File: src/fib_defs.svh
`ifndef FIB_DEFS_SVH
`define FIB_DEFS_SVH

// Full NDN name carried in every interest
`define FIB_NAME_BITS 64
`define FIB_NAME_BYTES 8

// Prefix length field, 0 means no route
`define FIB_LEN_BITS 6

// Bank index width, 1024 route bits per prefix length
`define FIB_HASH_BITS 10

// Credits granted by the SPI transmitter out of reset
`define FIB_SPI_CREDITS 4

`endif

File: src/ndn_pkg.sv
`include "fib_defs.svh"

package ndn_pkg;

    // Name as seen on the wire, first byte in the top bits
    typedef logic [`FIB_NAME_BITS-1:0] name_t;

    // Prefix length in bits
    typedef logic [`FIB_LEN_BITS-1:0] len_t;

    // Metadata byte of an interest
    // Flags on top, requested prefix length below
    typedef struct packed {
        logic [1:0] flags;
        len_t       len;
    } meta_t;

endpackage

File: src/fib_pkg.sv
`include "fib_defs.svh"

package fib_pkg;

    // Bit index inside one route bank
    typedef logic [`FIB_HASH_BITS-1:0] hash_t;

    // Interest receiver
    typedef enum logic {
        RX_IDLE,
        RX_NAME
    } rx_state_e;

    // Longest-prefix-match engine
    typedef enum logic [1:0] {
        LPM_IDLE,
        LPM_HASH,
        LPM_PROBE,
        LPM_DONE
    } lpm_state_e;

    // Segment of the outgoing 17-byte stream
    typedef enum logic [1:0] {
        SEG_META,
        SEG_NAME,
        SEG_MATCH
    } tx_seg_e;

endpackage

File: src/fib_tx_if.sv
`timescale 1ns/10ps
`include "fib_defs.svh"

interface fib_tx_if;

    // Result offer from the match engine
    logic          valid;
    logic          ready;
    ndn_pkg::meta_t meta;
    ndn_pkg::name_t name;
    // Masked name at the found length, zero on a miss
    ndn_pkg::name_t match;

    modport engine (output valid, output meta, output name, output match, input ready);

    modport tx (input valid, input meta, input name, input match, output ready);

endinterface

File: src/fib_name_hash.sv
`timescale 1ns/10ps
`include "fib_defs.svh"

module fib_name_hash (
    input  logic           clk,
    input  logic           rst,
    input  logic           in_valid,
    input  ndn_pkg::name_t in_name,
    input  ndn_pkg::len_t  in_len,
    output logic           out_valid,
    output ndn_pkg::name_t out_masked,
    output ndn_pkg::len_t  out_len,
    output fib_pkg::hash_t out_index
);

    ndn_pkg::name_t masked_c;
    fib_pkg::hash_t index_c;

    always_comb begin
        // Keep top in_len bits, length 0 clears everything
        masked_c = in_name & ~({`FIB_NAME_BITS{1'b1}} >> in_len);
        // XOR fold in 10-bit chunks from bit 0, last chunk short
        index_c = '0;
        for (int i = 0; i < `FIB_NAME_BITS; i++) begin
            index_c[i % `FIB_HASH_BITS] = index_c[i % `FIB_HASH_BITS] ^ masked_c[i];
        end
    end

    always_ff @(posedge clk or posedge rst) begin
        if (rst) begin
            out_valid <= 1'b0;
        end else begin
            out_valid <= in_valid;
        end
    end

    // Result lines follow the input one clock later
    always_ff @(posedge clk) begin
        out_masked <= masked_c;
        out_len    <= in_len;
        out_index  <= index_c;
    end

endmodule

File: src/fib_lpm_engine.sv
`timescale 1ns/10ps
`include "fib_defs.svh"

module fib_lpm_engine (
    input  logic           clk,
    input  logic           rst,
    input  logic           lookup_valid,
    input  ndn_pkg::meta_t lookup_meta,
    input  ndn_pkg::name_t lookup_name,
    output logic           lookup_ready,
    output ndn_pkg::len_t  probe_len,
    output fib_pkg::hash_t probe_index,
    input  logic           probe_hit,
    fib_tx_if.engine       tx
);

    fib_pkg::lpm_state_e state;
    ndn_pkg::len_t       cur_len;
    ndn_pkg::meta_t      meta_q;
    ndn_pkg::name_t      name_q;
    ndn_pkg::name_t      match_q;

    ndn_pkg::name_t hash_masked;

    // Hash round for the current length
    fib_name_hash probe_hash_i (
        .clk        (clk),
        .rst        (rst),
        .in_valid   (state == fib_pkg::LPM_HASH),
        .in_name    (name_q),
        .in_len     (cur_len),
        .out_valid  (),
        .out_masked (hash_masked),
        .out_len    (probe_len),
        .out_index  (probe_index)
    );

    assign lookup_ready = state == fib_pkg::LPM_IDLE;

    always_ff @(posedge clk or posedge rst) begin
        if (rst) begin
            state   <= fib_pkg::LPM_IDLE;
            cur_len <= '0;
        end else begin
            case (state)
                fib_pkg::LPM_IDLE: begin
                    if (lookup_valid) begin
                        cur_len <= lookup_meta.len;
                        // Zero length asks for no route at all
                        state <= (lookup_meta.len == '0) ? fib_pkg::LPM_DONE : fib_pkg::LPM_HASH;
                    end
                end
                fib_pkg::LPM_HASH: begin
                    state <= fib_pkg::LPM_PROBE;
                end
                fib_pkg::LPM_PROBE: begin
                    if (probe_hit) begin
                        state <= fib_pkg::LPM_DONE;
                    end else if (cur_len == ndn_pkg::len_t'(1)) begin
                        // Next length would be 0, so this is a miss
                        state <= fib_pkg::LPM_DONE;
                    end else begin
                        cur_len <= cur_len - 1'b1;
                        state   <= fib_pkg::LPM_HASH;
                    end
                end
                default: begin
                    if (tx.ready) begin
                        state <= fib_pkg::LPM_IDLE;
                    end
                end
            endcase
        end
    end

    always_ff @(posedge clk) begin
        if (lookup_ready && lookup_valid) begin
            meta_q  <= lookup_meta;
            name_q  <= lookup_name;
            match_q <= '0;
        end
        // Masked name of the probed length on a hit
        if (state == fib_pkg::LPM_PROBE && probe_hit) begin
            match_q <= hash_masked;
        end
    end

    // Result held steady through LPM_DONE
    assign tx.valid = state == fib_pkg::LPM_DONE;
    assign tx.meta  = meta_q;
    assign tx.name  = name_q;
    assign tx.match = match_q;

endmodule

File: src/flat_wrapper.sv
// flat-port wrapper written by rule: the top's interface ports become plain ports
module fib_lpm_engine_flat 
  (clk, rst, lookup_valid, lookup_meta, lookup_name, lookup_ready, probe_len, probe_index, probe_hit, tx_valid, tx_meta, tx_name, tx_match, tx_ready);
  fib_tx_if tx_i ();
  input  logic clk;
  input  logic rst;
  input  logic lookup_valid;
  input  ndn_pkg::meta_t lookup_meta;
  input  ndn_pkg::name_t lookup_name;
  output logic lookup_ready;
  output ndn_pkg::len_t probe_len;
  output fib_pkg::hash_t probe_index;
  input  logic probe_hit;
  output wire logic [$bits(tx_i.valid)-1:0] tx_valid;
  output wire logic [$bits(tx_i.meta)-1:0] tx_meta;
  output wire logic [$bits(tx_i.name)-1:0] tx_name;
  output wire logic [$bits(tx_i.match)-1:0] tx_match;
  input wire logic [$bits(tx_i.ready)-1:0] tx_ready;
  assign tx_valid = tx_i.valid;
  assign tx_meta = tx_i.meta;
  assign tx_name = tx_i.name;
  assign tx_match = tx_i.match;
  assign tx_i.ready = tx_ready;
  fib_lpm_engine u_core (.clk(clk), .rst(rst), .lookup_valid(lookup_valid), .lookup_meta(lookup_meta), .lookup_name(lookup_name), .lookup_ready(lookup_ready), .probe_len(probe_len), .probe_index(probe_index), .probe_hit(probe_hit), .tx(tx_i));
endmodule
File: config.mk
export PLATFORM = sky130hd
export DESIGN_NAME = fib_lpm_engine_flat
export DESIGN_NICKNAME = d
export VERILOG_FILES = /design/src/ndn_pkg.sv /design/src/fib_pkg.sv /design/src/fib_tx_if.sv /design/src/fib_name_hash.sv /design/src/fib_lpm_engine.sv /design/src/flat_wrapper.sv
export VERILOG_INCLUDE_DIRS = /design/src
export SDC_FILE = /design/constraint.sdc
export NUM_CORES = 1
export LEC_CHECK = 0
export ABC_AREA = 1
export BUFFER_PORTS_ARGS = -buffer_cell sky130_fd_sc_hd__buf_2
export CORE_UTILIZATION = 45
export DETAILED_ROUTE_END_ITERATION = 10
export GPL_TIMING_DRIVEN = 0
export PLACE_DENSITY_LB_ADDON = 0.2
export SYNTH_ARGS = -nofsm -noshare
export SYNTH_HDL_FRONTEND = slang
export SYNTH_HIERARCHICAL = 1
export SYNTH_SLANG_ARGS = --single-unit
File: constraint.sdc
create_clock -name clk -period 3.2 [get_ports clk]
set_clock_uncertainty 0.2 [all_clocks]
set_input_delay 0.64 -clock clk [delete_from_list [all_inputs] [get_ports clk]]
set_output_delay 0.64 -clock clk [all_outputs]
set_load 0.01 [all_outputs]
Word-level counts from Yosys, hierarchy flattened
Cells that the tools add are included.
{"block": "word_totals", "in_bits": 77, "wordCells": 95, "reg_bits": 224, "output_inout_bits": 154}
{"block": "op_classes", "n_addsub": 1, "n_reduce_logical": 9, "n_eq_ne": 7, "muxes": 12, "n_bitwise": 56, "shifts": 1}
{"op": "$mux 64", "count": 2}
{"op": "$and 64x64->64", "count": 1}
{"op": "$not 64->64", "count": 1}
{"op": "$shr 64x6->64 const A", "count": 1}
{"op": "$xor 1x1->1", "count": 54}
{"op": "$mux 6", "count": 3}
{"op": "$pmux 6 s2", "count": 1}
{"op": "$mux 2", "count": 5}
{"op": "$eq 6x1->1 const B", "count": 1}
{"op": "$logic_not 6->1", "count": 1}
{"op": "$ne 2x2->1 const B", "count": 3}
{"op": "$pmux 2 s3", "count": 1}
{"op": "$sub 6x1->6 const B", "count": 1}
{"op": "$eq 2x2->1 const B", "count": 2}
{"op": "$reduce_and 4->1", "count": 1}
{"op": "$reduce_bool 2->1", "count": 2}
{"op": "$reduce_bool 4->1", "count": 1}
{"op": "$eq 2x1->1 const B", "count": 1}
{"op": "$logic_and 1x1->1", "count": 2}
{"op": "$logic_not 2->1", "count": 1}
{"op": "$reduce_and 2->1", "count": 1}

Longest topological paths before layout
{"block": "logic_depth", "word_depth": 9, "ltp_mapped": 14}

Cells and area by module
Netlist, hierarchy kept.
{"mod": "fib_lpm_engine", "area_each_um2": 5302.6, "cells_per_inst": 374, "n_inst": 1}
{"mod": "fib_name_hash", "area_each_um2": 3452.1, "cells_per_inst": 498, "n_inst": 1}

Worst setup path before layout
No wires, ideal clock.
{"block": "synth_timing", "path_kind": "register to register", "from": "register u_core.state[0]", "to": "register u_core.match_q[0], in the netlist u_core/tx.match[0], enable pin", "slack_ps": 56, "arrival_ps": 2520, "synth_period_minus_slack_ps": 3144, "n_path_buf": 3, "stages_incl_launch_ff": 8, "t_required_ps": 2576, "path_cell_list": "dfrtp_1 > inv_1 > ha_1 > buf_6 > nand2_2 > buf_6 > buf_2 > nand2_1"}
{"block": "synth_via", "elab_chain_cells": 3, "elab_cells_between_ends": 5}
{"item": "from (decl)", "line_no": "fib_lpm_engine.sv:17", "rtl": "fib_pkg::lpm_state_e state;"}
{"item": "from (signal assigned)", "line_no": "fib_lpm_engine.sv:42", "rtl": "state <= fib_pkg::LPM_IDLE;"}
{"item": "from (signal assigned)", "line_no": "fib_lpm_engine.sv:50", "rtl": "state <= (lookup_meta.len == '0) ? fib_pkg::LPM_DONE : fib_pkg::LPM_HASH;"}
{"item": "from (signal assigned)", "line_no": "fib_lpm_engine.sv:54", "rtl": "state <= fib_pkg::LPM_PROBE;"}
{"item": "$eq 2x2->1 or $logic_not 2->1 (tied branches)", "line_no": "fib_lpm_engine.sv:83, fib_lpm_engine.sv:38"}
{"item": "$logic_and 1x1->1, on equally long branches", "line_no": "fib_lpm_engine.sv:83, fib_lpm_engine.sv:77"}
{"item": "$reduce_bool 2->1 (no source line) *"}
{"item": "to (signal assigned)", "line_no": "fib_lpm_engine.sv:84", "rtl": "match_q <= hash_masked;"}
{"item": "to (decl)", "line_no": "fib_lpm_engine.sv:21", "rtl": "ndn_pkg::name_t match_q;"}
Every way passes the cells marked *; elsewhere a longest branch is shown, timed or not.
A chain may end at the register's enable or synchronous reset.

Worst setup path after layout
{"block": "layout_timing", "from": "register u_core.state[0]", "to": "register u_core.match_q[57], in the netlist u_core/tx.match[57], enable pin"}
The elaborated chain is that of the path after synthesis.

==> reports/metrics.yaml <==
job:
  cap_viol_max_count: 0
sta:
  setup_viol: 0
  drv_slew: 0
  rsz0062_at_grt: "false"
  slew_headroom: 0.369
  worst_pin_slew_ns: 0.946
  period_share: 0.867
  finalHoldViolCount: 0
  fin_crit_ns: 2.77
  max_freq_ghz: 0.361
  holdWs_ns: 0.0987
worst_setup_path:
  critPathBufInv: 4
  required_ns: 3.06
  slowest_delay_ns: 0.55
  crit_slowest_cell: "nand2_4"
  critPathTopFamily: "buffers and inverters"
  crit_fanout: 64
  cp_common_cell: "buf_6"
  critPathCaptureType: "flip-flop"
  crit_path_start: "u_core/state[0]"
  worstReg2RegStart: "u_core/state[0]"
  crit_type: "reg2reg"
  cp.arrival_ns: 2.63
  cp-start-kind: "flip-flop"
  crit_chain: "inv_1 > ha_1 > buf_6 > nand2_2 > buf_6 > buf_2 > nand2_4"
drt:
  vias: 6459
  vias_per_cell: 4.60
  routed_wl_um: 21500
  first_iter_violations: 423
  drt_pass1_iterations: 6
  drc: 0
  antenna_left: 0
  wire_per_inst_um: 15.3
grt:
  grt_pass1_vias: 5963
  track_usage: 0.212
  grt_overflow: 0
  grt_max_degree: 73
  grt_pass1_wl_um: 31800
  antenna_found_initial: 0
clock_tree:
  root_buffer: "clkbuf_16"
  cts_hold_buf: 1
  clock-sinks: 223
  numCtsBuffers: 24
  cts_max_level: 1
  clk_pin_slew_ns: 0.06
  cts-resized-gates: 0
  post_cts_buffers: 0
  clock_path_buffers: 3
  clock_latency_ns: 0.51
  cts_tree: "built"
cells_and_area:
  final_core_util: 0.585
  drive_above_1_share: 0.277
  nets: 1210
  area_growth_pct: 26.2
  n_antenna_cell: 0
  fin_area_um2: 11000
synthesis:
  synth_area_um2: 8730
  syn_area_per_cell_um2: 10.0
  yosysWarnings: 6
  syn-num-nets: 953
  syn-instance-count: 870
die:
  core_area_um2: 18800
  die-area_um2: 20000
  ios: 231
  die_height_um: 141
  rows: 50
  floorplan.initialDensity: 0.463
  die_x_um: 141
hold_path:
  worstHoldStart: "lookup_name[45]"
  hold_class: "in2reg"
placement:
  placed_cell_area_um2: 10200
  place_congestion: 0.887
  numPortBuffers: 230
  hpwl_um: 15700
power_and_ir_drop:
  powerDensity_nw_per_um2: 987
  ir_drop_uv: 553
  p_leak_uw: 0.00531
status:
  status: "complete, no violations"
## area by class of cell
cell class | instances | area [um^2]
multi-input combinational | 464 | 2120
inverter | 164 | 628
clock buffer | 29 | 671
clock inverter | 14 | 121
fill | 1606 | 7820
tap | 260 | 325
timing repair buffer | 231 | 1160
buffer | 19 | 120
sequential | 223 | 5870
## layer usage
layer	share of wire	track usage	vias up
met5	0	0	-
met4	0.030	0.0772	0
met3	0.085	0.0445	47
met2	0.46	0.345	273
met1	0.43	0.281	2889
li1	-	-	3250
## worst reg2reg max path, cell delays in order, from the launching register on
cell and delay (ns):
dfrtp_1 0.41, inv_1 0.08, ha_1 0.21, buf_6 0.14, nand2_2 0.11, buf_6 0.17
buf_2 0.38, nand2_4 0.55
## state kept, by name, summed over array words and instances, names as in the netlist
register                        cells
u_core/tx.match                    64
u_core/tx.name                     64
u_core/tx.meta                      8
u_core/cur_len                      6
u_core/state                        2
u_core/probe_hash_i/out_index      10
u_core/probe_hash_i/out_len         6
u_core/probe_hash_i/out_masked     63
## report_power, final
| group | total [uW] | internal, uW | switching (uW) |
|---|---|---|---|
| sequential | 4400 | 4040 | 351 |
| combinational | 3750 | 1170 | 2580 |
| clock | 2730 | 1640 | 1080 |
| total | 10900 | 6850 | 4020 |
## placed cells by master (no fill, tap or decap), types with 3 or more instances in the layout
cell type,n
a21oi_1,4
buf_2,242
buf_4,3
buf_6,3
clkbuf_16,25
clkbuf_8,3
clkinv_1,7
clkinv_2,3
dfrtp_1,8
dfxtp_1,79
edfxtp_1,136
ha_1,6
inv_1,154
inv_2,4
inv_4,5
nand2_1,228
nand3_1,64
nand3b_1,3
nand4_1,6
nor2_1,93
nor2_2,8
nor2_4,4
o21ai_0,17
o21ai_1,5
o21ai_2,3
xor2_1,6
## through the flow
step / setup TNS, ns / total power (uW) / std cells / setup WS (ns)
4_1_cts: 0 / 10900 / 1404 / 0.376
5_1_grt: 0 / 11500 / 1404 / 0.281
3_5_place_dp: 0 / 8180 / 1360 / 0.390
3_3_place_gp: -98.37 / 8150 / 1360 / -1.12
6_report: 0 / 10900 / 1404 / 0.426
2_1_floorplan: 0 / 6840 / 870 / 0.0565
## path summary, 6_finish.rpt
| kind | to | slack, ns | cells past startpoint |
|---|---|---|---|
| setup / recovery | u_core/tx.match[57] | 0.43 | 7 |
| hold / removal | u_core/tx.name[45] | 0.1 | 1 |
| setup reg to reg | u_core/tx.match[57] | 0.43 | 7 |
| hold reg to reg | u_core/probe_hash_i/out_len[1] | 0.26 | 0 |
| max in group asynchronous | u_core/cur_len[2] | 2.09 | 3 |
| min in group asynchronous | u_core/state[0] | 0.44 | 3 |
(Power assumes the default switching activity.)
