`config.mk`:
```
export PLATFORM = sky130hd
export DESIGN_NAME = fib_interest_rx
export DESIGN_NICKNAME = d
export VERILOG_FILES = /design/src/ndn_pkg.sv /design/src/fib_pkg.sv /design/src/fib_interest_rx.sv
export VERILOG_INCLUDE_DIRS = /design/src
export SDC_FILE = /design/constraint.sdc
export NUM_CORES = 1
export LEC_CHECK = 0
export ABC_AREA = 1
export BUFFER_PORTS_ARGS = -buffer_cell sky130_fd_sc_hd__clkbuf_2
export CORE_UTILIZATION = 40
export DETAILED_ROUTE_END_ITERATION = 8
export PLACE_DENSITY = 0.64
export SYNTH_ARGS = -nofsm -noshare
export SYNTH_HDL_FRONTEND = slang
export SYNTH_SLANG_ARGS = --single-unit
```
`constraint.sdc`:
```
create_clock -name clk -period 9.67 [get_ports clk]
set_input_delay 1.934 -clock clk [delete_from_list [all_inputs] [get_ports clk]]
set_output_delay 1.934 -clock clk [all_outputs]
set_load 0.01 [all_outputs]
```
`src/fib_defs.svh`:
```
`ifndef FIB_DEFS_SVH
`define FIB_DEFS_SVH

// Full NDN name carried in every interest
`define FIB_NAME_BITS 64
`define FIB_NAME_BYTES 8

// Prefix length field, 0 means no route
`define FIB_LEN_BITS 6

// Bank index width, 1024 route bits per prefix length
`define FIB_HASH_BITS 10

// Credits granted by the SPI transmitter out of reset
`define FIB_SPI_CREDITS 4

`endif

```
`src/ndn_pkg.sv`:
```
`include "fib_defs.svh"

package ndn_pkg;

    // Name as seen on the wire, first byte in the top bits
    typedef logic [`FIB_NAME_BITS-1:0] name_t;

    // Prefix length in bits
    typedef logic [`FIB_LEN_BITS-1:0] len_t;

    // Metadata byte of an interest
    // Flags on top, requested prefix length below
    typedef struct packed {
        logic [1:0] flags;
        len_t       len;
    } meta_t;

endpackage

```
`src/fib_pkg.sv`:
```
`include "fib_defs.svh"

package fib_pkg;

    // Bit index inside one route bank
    typedef logic [`FIB_HASH_BITS-1:0] hash_t;

    // Interest receiver
    typedef enum logic {
        RX_IDLE,
        RX_NAME
    } rx_state_e;

    // Longest-prefix-match engine
    typedef enum logic [1:0] {
        LPM_IDLE,
        LPM_HASH,
        LPM_PROBE,
        LPM_DONE
    } lpm_state_e;

    // Segment of the outgoing 17-byte stream
    typedef enum logic [1:0] {
        SEG_META,
        SEG_NAME,
        SEG_MATCH
    } tx_seg_e;

endpackage

```
`src/fib_interest_rx.sv`:
```
`timescale 1ns/10ps
`include "fib_defs.svh"

module fib_interest_rx (
    input  logic           clk,
    input  logic           rst,
    input  logic           rx_valid,
    input  logic [7:0]     rx_data,
    output logic           pit_req_valid,
    output ndn_pkg::meta_t pit_req_meta,
    output ndn_pkg::name_t pit_req_name
);

    localparam int CNT_BITS = $clog2(`FIB_NAME_BYTES);
    localparam logic [CNT_BITS-1:0] LAST_BYTE = CNT_BITS'(`FIB_NAME_BYTES - 1);

    fib_pkg::rx_state_e  state;
    logic [CNT_BITS-1:0] byte_cnt;
    ndn_pkg::meta_t      meta_q;
    ndn_pkg::name_t      name_sr;
    logic                name_done;

    assign name_done = rx_valid && state == fib_pkg::RX_NAME && byte_cnt == LAST_BYTE;

    always_ff @(posedge clk or posedge rst) begin
        if (rst) begin
            state         <= fib_pkg::RX_IDLE;
            byte_cnt      <= '0;
            pit_req_valid <= 1'b0;
        end else begin
            // Single-cycle pulse toward the PIT
            pit_req_valid <= name_done;
            if (rx_valid) begin
                case (state)
                    fib_pkg::RX_IDLE: begin
                        // Metadata byte opens the packet
                        state    <= fib_pkg::RX_NAME;
                        byte_cnt <= '0;
                    end
                    default: begin
                        if (byte_cnt == LAST_BYTE) begin
                            state <= fib_pkg::RX_IDLE;
                        end else begin
                            byte_cnt <= byte_cnt + 1'b1;
                        end
                    end
                endcase
            end
        end
    end

    always_ff @(posedge clk) begin
        if (rx_valid && state == fib_pkg::RX_IDLE) begin
            meta_q <= ndn_pkg::meta_t'(rx_data);
        end
        // Name arrives most significant byte first
        if (rx_valid && state == fib_pkg::RX_NAME) begin
            name_sr <= {name_sr[`FIB_NAME_BITS-9:0], rx_data};
        end
        // Published copy holds until the next packet completes
        if (name_done) begin
            pit_req_meta <= meta_q;
            pit_req_name <= {name_sr[`FIB_NAME_BITS-9:0], rx_data};
        end
    end

endmodule

```
[Word-level counts from Yosys, hierarchy flattened]
Cells that the tools add are included.
Word-level totals
  output and inout port bits: 73
  register bits after elaboration: 141
  bits of input ports: 11
Operators by class
  mux-type cells: 4
  equality and inequality tests: 2
  add/subtract/negate cells: 1
  reductions and logical operators: 4
  bitwise logic cells: 1
Operator list (count)
  $mux 3: 2
  $add 3x1->3 const B: 1
  $eq 3x3->1 const B: 1
  $logic_and 1x1->1: 3
  $mux 1: 2
  $ne 2x2->1 const B: 1
  $reduce_and 2->1: 1
  $not 1->1: 1

[Longest topological paths before layout]
Gate-level depths: netlist of the first run.
  depth after elaboration: 3
  depth in mapped cells: 6
  mapped depth without buffers: 6

[Least setup slack after synthesis of the first run]
No wires, ideal clock.
  path type: input port to flip-flop
  start point: input rx_valid
  end point: register pit_req_meta[0] (netlist name), enable pin
  required time: 9166 ps
  slack: 4134 ps
  data arrival time: 5033 ps
  library setup time: 504 ps
  stages: 2
  path buffers: 0
  path through: nand2_1 nor2_1
On the way
  cells in the longest elaborated chain, start to end: 2
Ends and longest elaborated chain
  from (decl): RTL line fib_interest_rx.sv:7  | input logic rx_valid,
  $logic_and 1x1->1 (2 in series): RTL line fib_interest_rx.sv:23  | assign name_done = rx_valid && state == fib_pkg::RX_NAME && byte_cnt == LAST_BYTE;
  named net name_done: RTL line fib_interest_rx.sv:21  | logic name_done;
  to (signal assigned): RTL line fib_interest_rx.sv:62  | pit_req_meta <= meta_q;
  to (decl): RTL line fib_interest_rx.sv:10  | output ndn_pkg::meta_t pit_req_meta,
The timed path passes the listed nets, and every way through them passes these cells.
A chain may end at the register's enable or synchronous reset.

[Final worst setup path of the first run]
  start point: input rx_valid
  end point: register pit_req_meta[3] (netlist name), enable pin
Same word-level chain as after synthesis.

==> results of run 1 <==
==> layout make-up <==
type,instances,area [µm²]
fillers,811,4900
flip-flops and latches,141,4210
repair buffers,85,430
clock buffers,18,418
well taps,136,170
clock inverters,13,166
multi-input cells,18,105
inverters,5,18.8
==> synthesized netlist by cell type (all sizes together) <==
cell    count  area [µm²]
nand2      11        46.3
ha          2        25.0
inv         5        18.8
nor2        2        7.51
nand4       3        18.8
edfxtp    136        4080
dfrtp       5         125
==> kinds of logic after synthesis <==
logic type                 after synthesis  share of synthesized area [%]
adders and majority gates                2                          0.578
and+or+nand+nor                         16                           1.68
DFF                                    141                           97.3
buffers and inverters                    5                          0.434
==> power groups by stage <==
stage | logic, µW | registers [µW] | clock network, µW
after floorplan | 13.2 | 716 | 0
after global placement | 24.6 | 715 | 0
after detailed placement | 27.3 | 717 | 0
after CTS | 27.3 | 705 | 641
after global routing | 29.8 | 707 | 665
final | 26.2 | 705 | 622
==> flip-flops by register name (all words and copies together) (netlist names) <==
register / flops
pit_req_valid: 1
state: 1
pit_req_meta: 8
byte_cnt: 3
meta_q: 8
name_sr: 56
pit_req_name: 64
==> through the flow <==
stage / util (%) / area (µm²) / hold WS [ps]
floorplan: - / 4330 / 400
global placement: 47.4 / 4930 / 400
detailed placement: 47.4 / 4930 / 405
CTS: 53.0 / 5520 / 420
global route: 53.0 / 5520 / 423
finish: 53.0 / 5520 / 418
==> path summary, 6_finish.rpt <==
kind,start,end,slack [ps],cells after the start
max in group asynchronous,rst,state,8200,2
worst min-delay path,name_sr[52],pit_req_name[60],420,0
worst max register to register,byte_cnt[0],pit_req_meta[3],7180,5
min in group asynchronous,rst,byte_cnt[2],1300,2
worst max-delay path,rx_valid,pit_req_meta[3],6310,4
worst min register to register,name_sr[52],pit_req_name[60],420,0
==> layer usage <==
layer | part of all wire [%] | global-route usage, % | wire length [µm] | up-vias
li1 | - | - | - | 856
met1 | 42 | 13.4 | 2510 | 902
met2 | 51 | 18.1 | 3040 | 56
met3 | 6.3 | 5.58 | 381 | 7
met4 | 1.4 | 5.95 | 87 | 0
met5 | 0 | 0 | 0 | -
==> worst max-delay path: cells and delay by family <==
kind / cells / cell delay (ps)
buf+inv: 2 / 760
simple gates: 2 / 760
==> flow_summary.json, run 1 <==
{
  "finalHoldViolCount": 0,
  "dr.pass1.iters": 4,
  "syn_area_um2": 4330,
  "dpl.hpwl_um": 3750,
  "num_antenna_cells": 0,
  "end_kind": "flip-flop",
  "switching_share_pct": 19.0,
  "final-instance-count-excl-fill": 416,
  "cts_buffers": 17,
  "layout_commonest_cell": "edfxtp_1",
  "power_uw": 1350,
  "initial_core_util_pct": 41.5,
  "core_um2": 10400,
  "rows": 37,
  "hp-class": "reg2reg",
  "nets": 281,
  "slew-limit-headroom_pct": 47.4,
  "grt_max_degree": 57,
  "fmax_mhz": 298,
  "drive_gt1_share_pct": 42.5,
  "overflow": 0,
  "seqPwrFrac_pct": 52.1,
  "critical_path.max_stage_delay_ps": 630,
  "cp_cell_sequence": "clkbuf_2 > nand2_1 > nor2_4 > buf_4",
  "postCtsHoldBufs": 0,
  "cts.htree.levels": 4,
  "period_minus_slack_ps": 3360,
  "drt_wl_total_um": 6020,
  "finalMaxSlewViolations": 0,
  "required_ps": 9800,
  "max_cap_viol_count": 0,
  "cp_data_arrival_time_ps": 3490,
  "via_count": 1821,
  "dp_cells": 385,
  "avgRoutedWirePerCell_um": 14.5,
  "clock_path_buffers": 2,
  "leakage_uw": 0.00203,
  "final_cell_mix": "edfxtp_1 (136), clkbuf_2 (83), clkbuf_16 (16)",
  "vdd_drop_max_mv": 0.127,
  "yosysWarningCount": 0,
  "grt.total_usage_pct": 11.6,
  "combPwrFrac_pct": 1.9,
  "clk_pin_slew_worst_paths_ps": 60,
  "power.share.clock_pct": 46.0,
  "critPathSlowestCell": "nor2_4",
  "die-height_um": 106,
  "grt_pass1_vias": 1830,
  "path_class": "in2reg",
  "grt_pass1_wl_um": 9320,
  "setup_slack_ps": 6310,
  "viasPerCell": 4.38,
  "post-place-ws_ps": 5780,
  "power_switching_uw": 257,
  "setup_viol": 0,
  "cts_root_buf": "clkbuf_8",
  "gp_congestion": 0.736,
  "status": "finished, final reports clean",
  "fp.dieW_um": 106,
  "num_io_pins": 84,
  "insertion_delay_ps": 500,
  "worstMarginPinSlew_ps": 788,
  "cts_tree": "yes",
  "fin_crit_sh_pct": 34.7,
  "cp-start-kind": "input port",
  "yosys_register_bits": 141,
  "dieArea_um2": 11200,
  "ys_types": 8,
  "antenna_found_initial": 0,
  "ant_nets": 0,
  "crit_fanout": 46,
  "cts.sinks": 141,
  "synthToLayoutAreaGrowth_pct": 27.6,
  "route.detailed.drc": 0,
  "io_buffers": 83,
  "power.density_nw_per_um2": 245,
  "internal_power_uw": 1100,
  "syn_area_per_cell_um2": 26.4,
  "ys_seq_area_share_pct": 97.3,
  "synthCells": 164,
  "postCtsSetupRepairBufs": 0,
  "fin_worst_skew_ps": 10.3,
  "drt_iter0_markers": 98,
  "cts_resized": 0,
  "syn-num-nets": 177,
  "rsz0062_at_grt": "no",
  "setup_tns_ps": 0
}
Note: power is estimated with default switching activity, not from simulation.
==> run 2: changes to the inputs <==
- PLACE_DENSITY: 0.64 -> 0.66
- clock period: 9.67 -> 2.94 ns (I/O delays scaled with it)
==> run 2 against run 1 <==
Net effect: combinational power increased to 3.5 times the previous value; register-to-register slack got worse by 6000 ps; setup slack got worse by 5100 ps; first-iteration DRC count increased by 16%; non-clock buffer count increased by 1; hold slack got worse by 120 ps; clock skew decreased by 0.52 ps; die area unchanged; clock-buffer cell count decreased by 1.
==> flow_summary.json, run 2 (synthesis gave the netlist of run 1 again) <==
{
  "crit_fanout": 69,
  "busiest_layer": "met2",
  "finalMaxSlewViolations": 0,
  "clk_pin_slew_worst_paths_ps": 60,
  "num_antenna_cells": 0,
  "grt.met2_usage_pct": 18.4,
  "use_met3_pct": 4.11,
  "cts_tree": "yes",
  "dpl.hpwl_um": 3620,
  "final_util_pct": 53.8,
  "period_minus_slack_ps": 1760,
  "fmax_mhz": 567,
  "finalHoldViolCount": 0,
  "power_uw": 4640,
  "viasPerCell": 4.40,
  "drt_iter0_markers": 114,
  "hp-class": "in2reg",
  "avgRoutedWirePerCell_um": 14.6,
  "setup_tns_ps": 0,
  "setup_slack_ps": 1180,
  "gp_congestion": 0.747,
  "post-place-ws_ps": 1120,
  "cts.htree.levels": 4,
  "fin_worst_skew_ps": 9.78,
  "rsz0062_at_grt": "no",
  "antenna_found_initial": 0,
  "power.density_nw_per_um2": 829,
  "path_class": "reg2reg",
  "end_kind": "flip-flop",
  "cts_resized": 0,
  "setup_viol": 0,
  "largest_reg_flops": 64,
  "required_ps": 3100,
  "cp-start-kind": "flip-flop",
  "nets": 282,
  "dr.pass1.iters": 5,
  "grt_max_degree": 70,
  "overflow": 0,
  "cts_root_buf": "clkbuf_8",
  "vdd_drop_max_mv": 0.421,
  "status": "finished, final reports clean",
  "drt_wl_total_um": 6100,
  "core_um2": 10400,
  "whs_ps": 302,
  "cts_buffers": 17,
  "cts.sinks": 141,
  "regMostFlops": "pit_req_name",
  "grt.total_usage_pct": 11.7,
  "synthToLayoutAreaGrowth_pct": 29.4,
  "dieArea_um2": 11200,
  "layout_commonest_cell": "edfxtp_1",
  "clock_path_buffers": 2,
  "route.detailed.drc": 0,
  "final_cell_mix": "edfxtp_1 (136), clkbuf_2 (83), clkbuf_16 (16)",
  "die-height_um": 106,
  "grt_pass1_wl_um": 9460,
  "reg_top3": "pit_req_name (64), name_sr (56)",
  "io_buffers": 83,
  "rows": 37,
  "leakage_uw": 0.00207,
  "num_io_pins": 84,
  "drive_gt1_share_pct": 42.7,
  "cp_data_arrival_time_ps": 1920,
  "worstMarginPinSlew_ps": 644,
  "max_cap_viol_count": 0,
  "fp.dieW_um": 106,
  "ant_nets": 0,
  "insertion_delay_ps": 500,
  "via_count": 1833,
  "initial_core_util_pct": 41.5,
  "fin_crit_sh_pct": 60.0,
  "use_met1_pct": 14.0,
  "grt_pass1_vias": 1830,
  "slew-limit-headroom_pct": 56.9
}
## run 2: cell types whose count changed in the layout (fill, tap and decap cells not counted), sizes merged
cell,change
clkinvlp,-2
bufinv,+2
clkinv,+1
dlygate4sd3,+1
clkbuf,-1
## run 2: worst paths after layout
check | start | end | slack (ps) | cells after the start
min in group asynchronous | rst | state | 510 | 3
hold / removal | rx_data[4] | meta_q[4] | 300 | 1
max in group asynchronous | rst | pit_req_valid | 2260 | 3
setup reg to reg | byte_cnt[0] | pit_req_name[0] | 1180 | 5
hold reg to reg | name_sr[51] | pit_req_name[59] | 420 | 0
setup / recovery | byte_cnt[0] | pit_req_name[0] | 1180 | 5
## run 2: layout make-up
type,instances,area (µm²)
clock buffers,17,414
fillers,814,4820
clock inverters,14,216
repair buffers,86,465
inverters,5,18.8
multi-input cells,18,105
flip-flops and latches,141,4210
well taps,136,170
## run 2: through the flow
step / cell area [µm²] / cells
after global routing: 5600 / 417
final: 5600 / 417
after global placement: 4960 / 385
after floorplan: 4330 / 164
after CTS: 5600 / 417
after detailed placement: 4960 / 385
## run 2: where the power goes
part / leakage, µW / switching (µW) / internal (µW) / total, µW
Clock: 0.000308 / 772 / 1460 / 2230
Combinational: 0.000447 / 61.5 / 29.7 / 91.2
Sequential: 0.00132 / 31.7 / 2290 / 2320
## run 2: what timing repair did
item / 4_1_cts / 5_1_grt
endpoints found under the hold margin: 5 / 0
buffers inserted: 0 / 0
hold buffers: 1 / 0
## run 2: routing by layer
metal	wire length [µm]	up-vias
li1	-	858
met1	2660	908
met2	3080	65
met3	327	2
met4	33	0
met5	0	-
## run 2: worst max-delay path: stages (launching register included)
cell and delay (ps):
dfrtp_1 380, ha_1 170, ha_1 170, inv_1 100, nor2_4 200, buf_12 350
==> run 3: changes to the inputs <==
- PLACE_DENSITY: 0.66 -> 0.64
- clock period: 2.94 -> 1.7 ns (I/O delays scaled with it)
==> run 3 against run 2 <==
Net effect: clock power up 46%; largest cell class unchanged; hold slack got worse by 250 ps; flip-flop and latch count is the same; critical path type unchanged; register-to-register slack got worse by 990 ps; die area unchanged.
==> flow_summary.json, run 3 (synthesis gave the netlist of run 1 again) <==
{
  "drive_gt1_share_pct": 44.9,
  "route.detailed.drc": 0,
  "seqPwrFrac_pct": 53.9,
  "fin_crit_sh_pct": 89.0,
  "avgRoutedWirePerCell_um": 13.7,
  "drt_wl_total_um": 5780,
  "worstMarginPinSlew_ps": 283,
  "cp-start-kind": "flip-flop",
  "status": "finished, final reports clean",
  "power_switching_uw": 1580,
  "layout_commonest_cell": "edfxtp_1",
  "fp.dieW_um": 106,
  "power.share.clock_pct": 43.7,
  "viasPerCell": 4.39,
  "io_buffers": 83,
  "dr.pass1.iters": 4,
  "overflow": 0,
  "cts_buffers": 17,
  "fin_area_um2": 5580,
  "power.density_nw_per_um2": 1330,
  "end_kind": "flip-flop",
  "period_minus_slack_ps": 1510,
  "regMostFlops": "pit_req_name",
  "placed_cell_area_um2": 5030,
  "fmax_mhz": 661,
  "num_io_pins": 84,
  "grt_pass1_vias": 1797,
  "grt_max_degree": 41,
  "drt_iter0_markers": 94,
  "cts_resized": 0,
  "antenna_found_initial": 0,
  "dpl.hpwl_um": 3710,
  "synthToLayoutAreaGrowth_pct": 29.0,
  "hp-class": "in2reg",
  "insertion_delay_ps": 500,
  "fin_worst_skew_ps": 12.2,
  "cts.sinks": 141,
  "required_ps": 1880,
  "num_antenna_cells": 0,
  "nets": 287,
  "ant_nets": 0,
  "setup_viol": 0,
  "core_um2": 10400,
  "dieArea_um2": 11200,
  "cts_tree": "yes",
  "combPwrFrac_pct": 2.4,
  "grt_pass1_wl_um": 8940,
  "setup_tns_ps": 0,
  "final_util_pct": 53.6,
  "switching_share_pct": 21.2,
  "initial_core_util_pct": 41.5,
  "gp_congestion": 0.673,
  "clock_path_buffers": 2,
  "cts_root_buf": "clkbuf_8",
  "grt.total_usage_pct": 11.1,
  "cts.htree.levels": 4,
  "max_cap_viol_count": 0,
  "finalMaxSlewViolations": 0,
  "clk_pin_slew_worst_paths_ps": 60,
  "die-height_um": 106,
  "whs_ps": 52.2,
  "internal_power_uw": 5860,
  "vdd_drop_max_mv": 0.599,
  "slew-limit-headroom_pct": 81.1,
  "cp_data_arrival_time_ps": 1700,
  "path_class": "reg2reg",
  "rsz0062_at_grt": "no",
  "finalHoldViolCount": 0,
  "final_cell_mix": "edfxtp_1 (136), clkbuf_2 (83), clkbuf_16 (16)",
  "via_count": 1858,
  "leakage_uw": 0.00205,
  "largest_reg_flops": 64,
  "rows": 37,
  "crit_fanout": 40,
  "reg_top3": "pit_req_name (64), name_sr (56)"
}
-- run 3: changes by cell type in the layout (fill, tap and decap cells not counted), moves of 2 or more --
cell        previous run  this run
inv_8                  0         3
buf_4                  0         4
inv_6                  2         6
clkinv_4               3         1
clkinv_2               3         1
bufinv_16              5         0
ha_1                   2         0
clkinvlp_4             1         4
-- run 3: layer usage --
metal	up-vias	GRT usage (%)	wire length, µm
met1	914	13.6	2560
met2	65	16.9	2830
met3	4	5.33	370
met5	-	0	0
met4	0	4.76	21
li1	875	-	-
-- run 3: power groups by stage --
stage,Clock [µW],Sequential (µW),Combinational (µW)
global placement,0,4070,167
detailed placement,0,4080,181
CTS,3340,4010,182
floorplan,0,4080,85.4
finish,3250,4010,178
global route,3500,4020,202
-- run 3: worst paths after layout --
| kind | start | endpoint | slack, ps | depth (start not counted) |
|---|---|---|---|---|
| worst max-delay path | byte_cnt[0] | pit_req_name[57] | 190 | 5 |
| worst min-delay path | rx_data[5] | pit_req_name[5] | 50 | 1 |
| worst max register to register | byte_cnt[0] | pit_req_name[57] | 190 | 5 |
| worst min register to register | name_sr[51] | pit_req_name[59] | 420 | 0 |
| max in group asynchronous | rst | state | 1250 | 3 |
| min in group asynchronous | rst | pit_req_valid | 270 | 3 |
-- run 3: critical path: stages (launching register included) --
cell	delay, ps
dfrtp_1	380
ha_2	200
ha_4	130
inv_2	60
nor2_4	160
buf_12	250
-- run 3: final cells by class --
class                           instances  area [µm²]
Inverter                                5        22.5
Fill cell                             834        4840
Clock inverter                         15         126
Clock buffer                           17         414
Timing Repair Buffer                   91         515
Tap cell                              136         170
Multi-Input combinational cell         18         123
Sequential cell                       141        4210
-- run 3: what timing repair did --
action	in CTS	in global routing
hold buffers	1	0
endpoints found under the setup margin	0	0
buffers inserted	0	0
endpoints found under the hold margin	5	0
-- run 3: stage by stage --
| step | setup WS [ps] | power [µW] | cells |
|---|---|---|---|
| after global placement | 227 | 4240 | 390 |
| after CTS | 185 | 7530 | 423 |
| final | 188 | 7440 | 423 |
| after detailed placement | 198 | 4270 | 390 |
| after floorplan | -491 | 4160 | 164 |
| after global routing | 89.6 | 7720 | 423 |
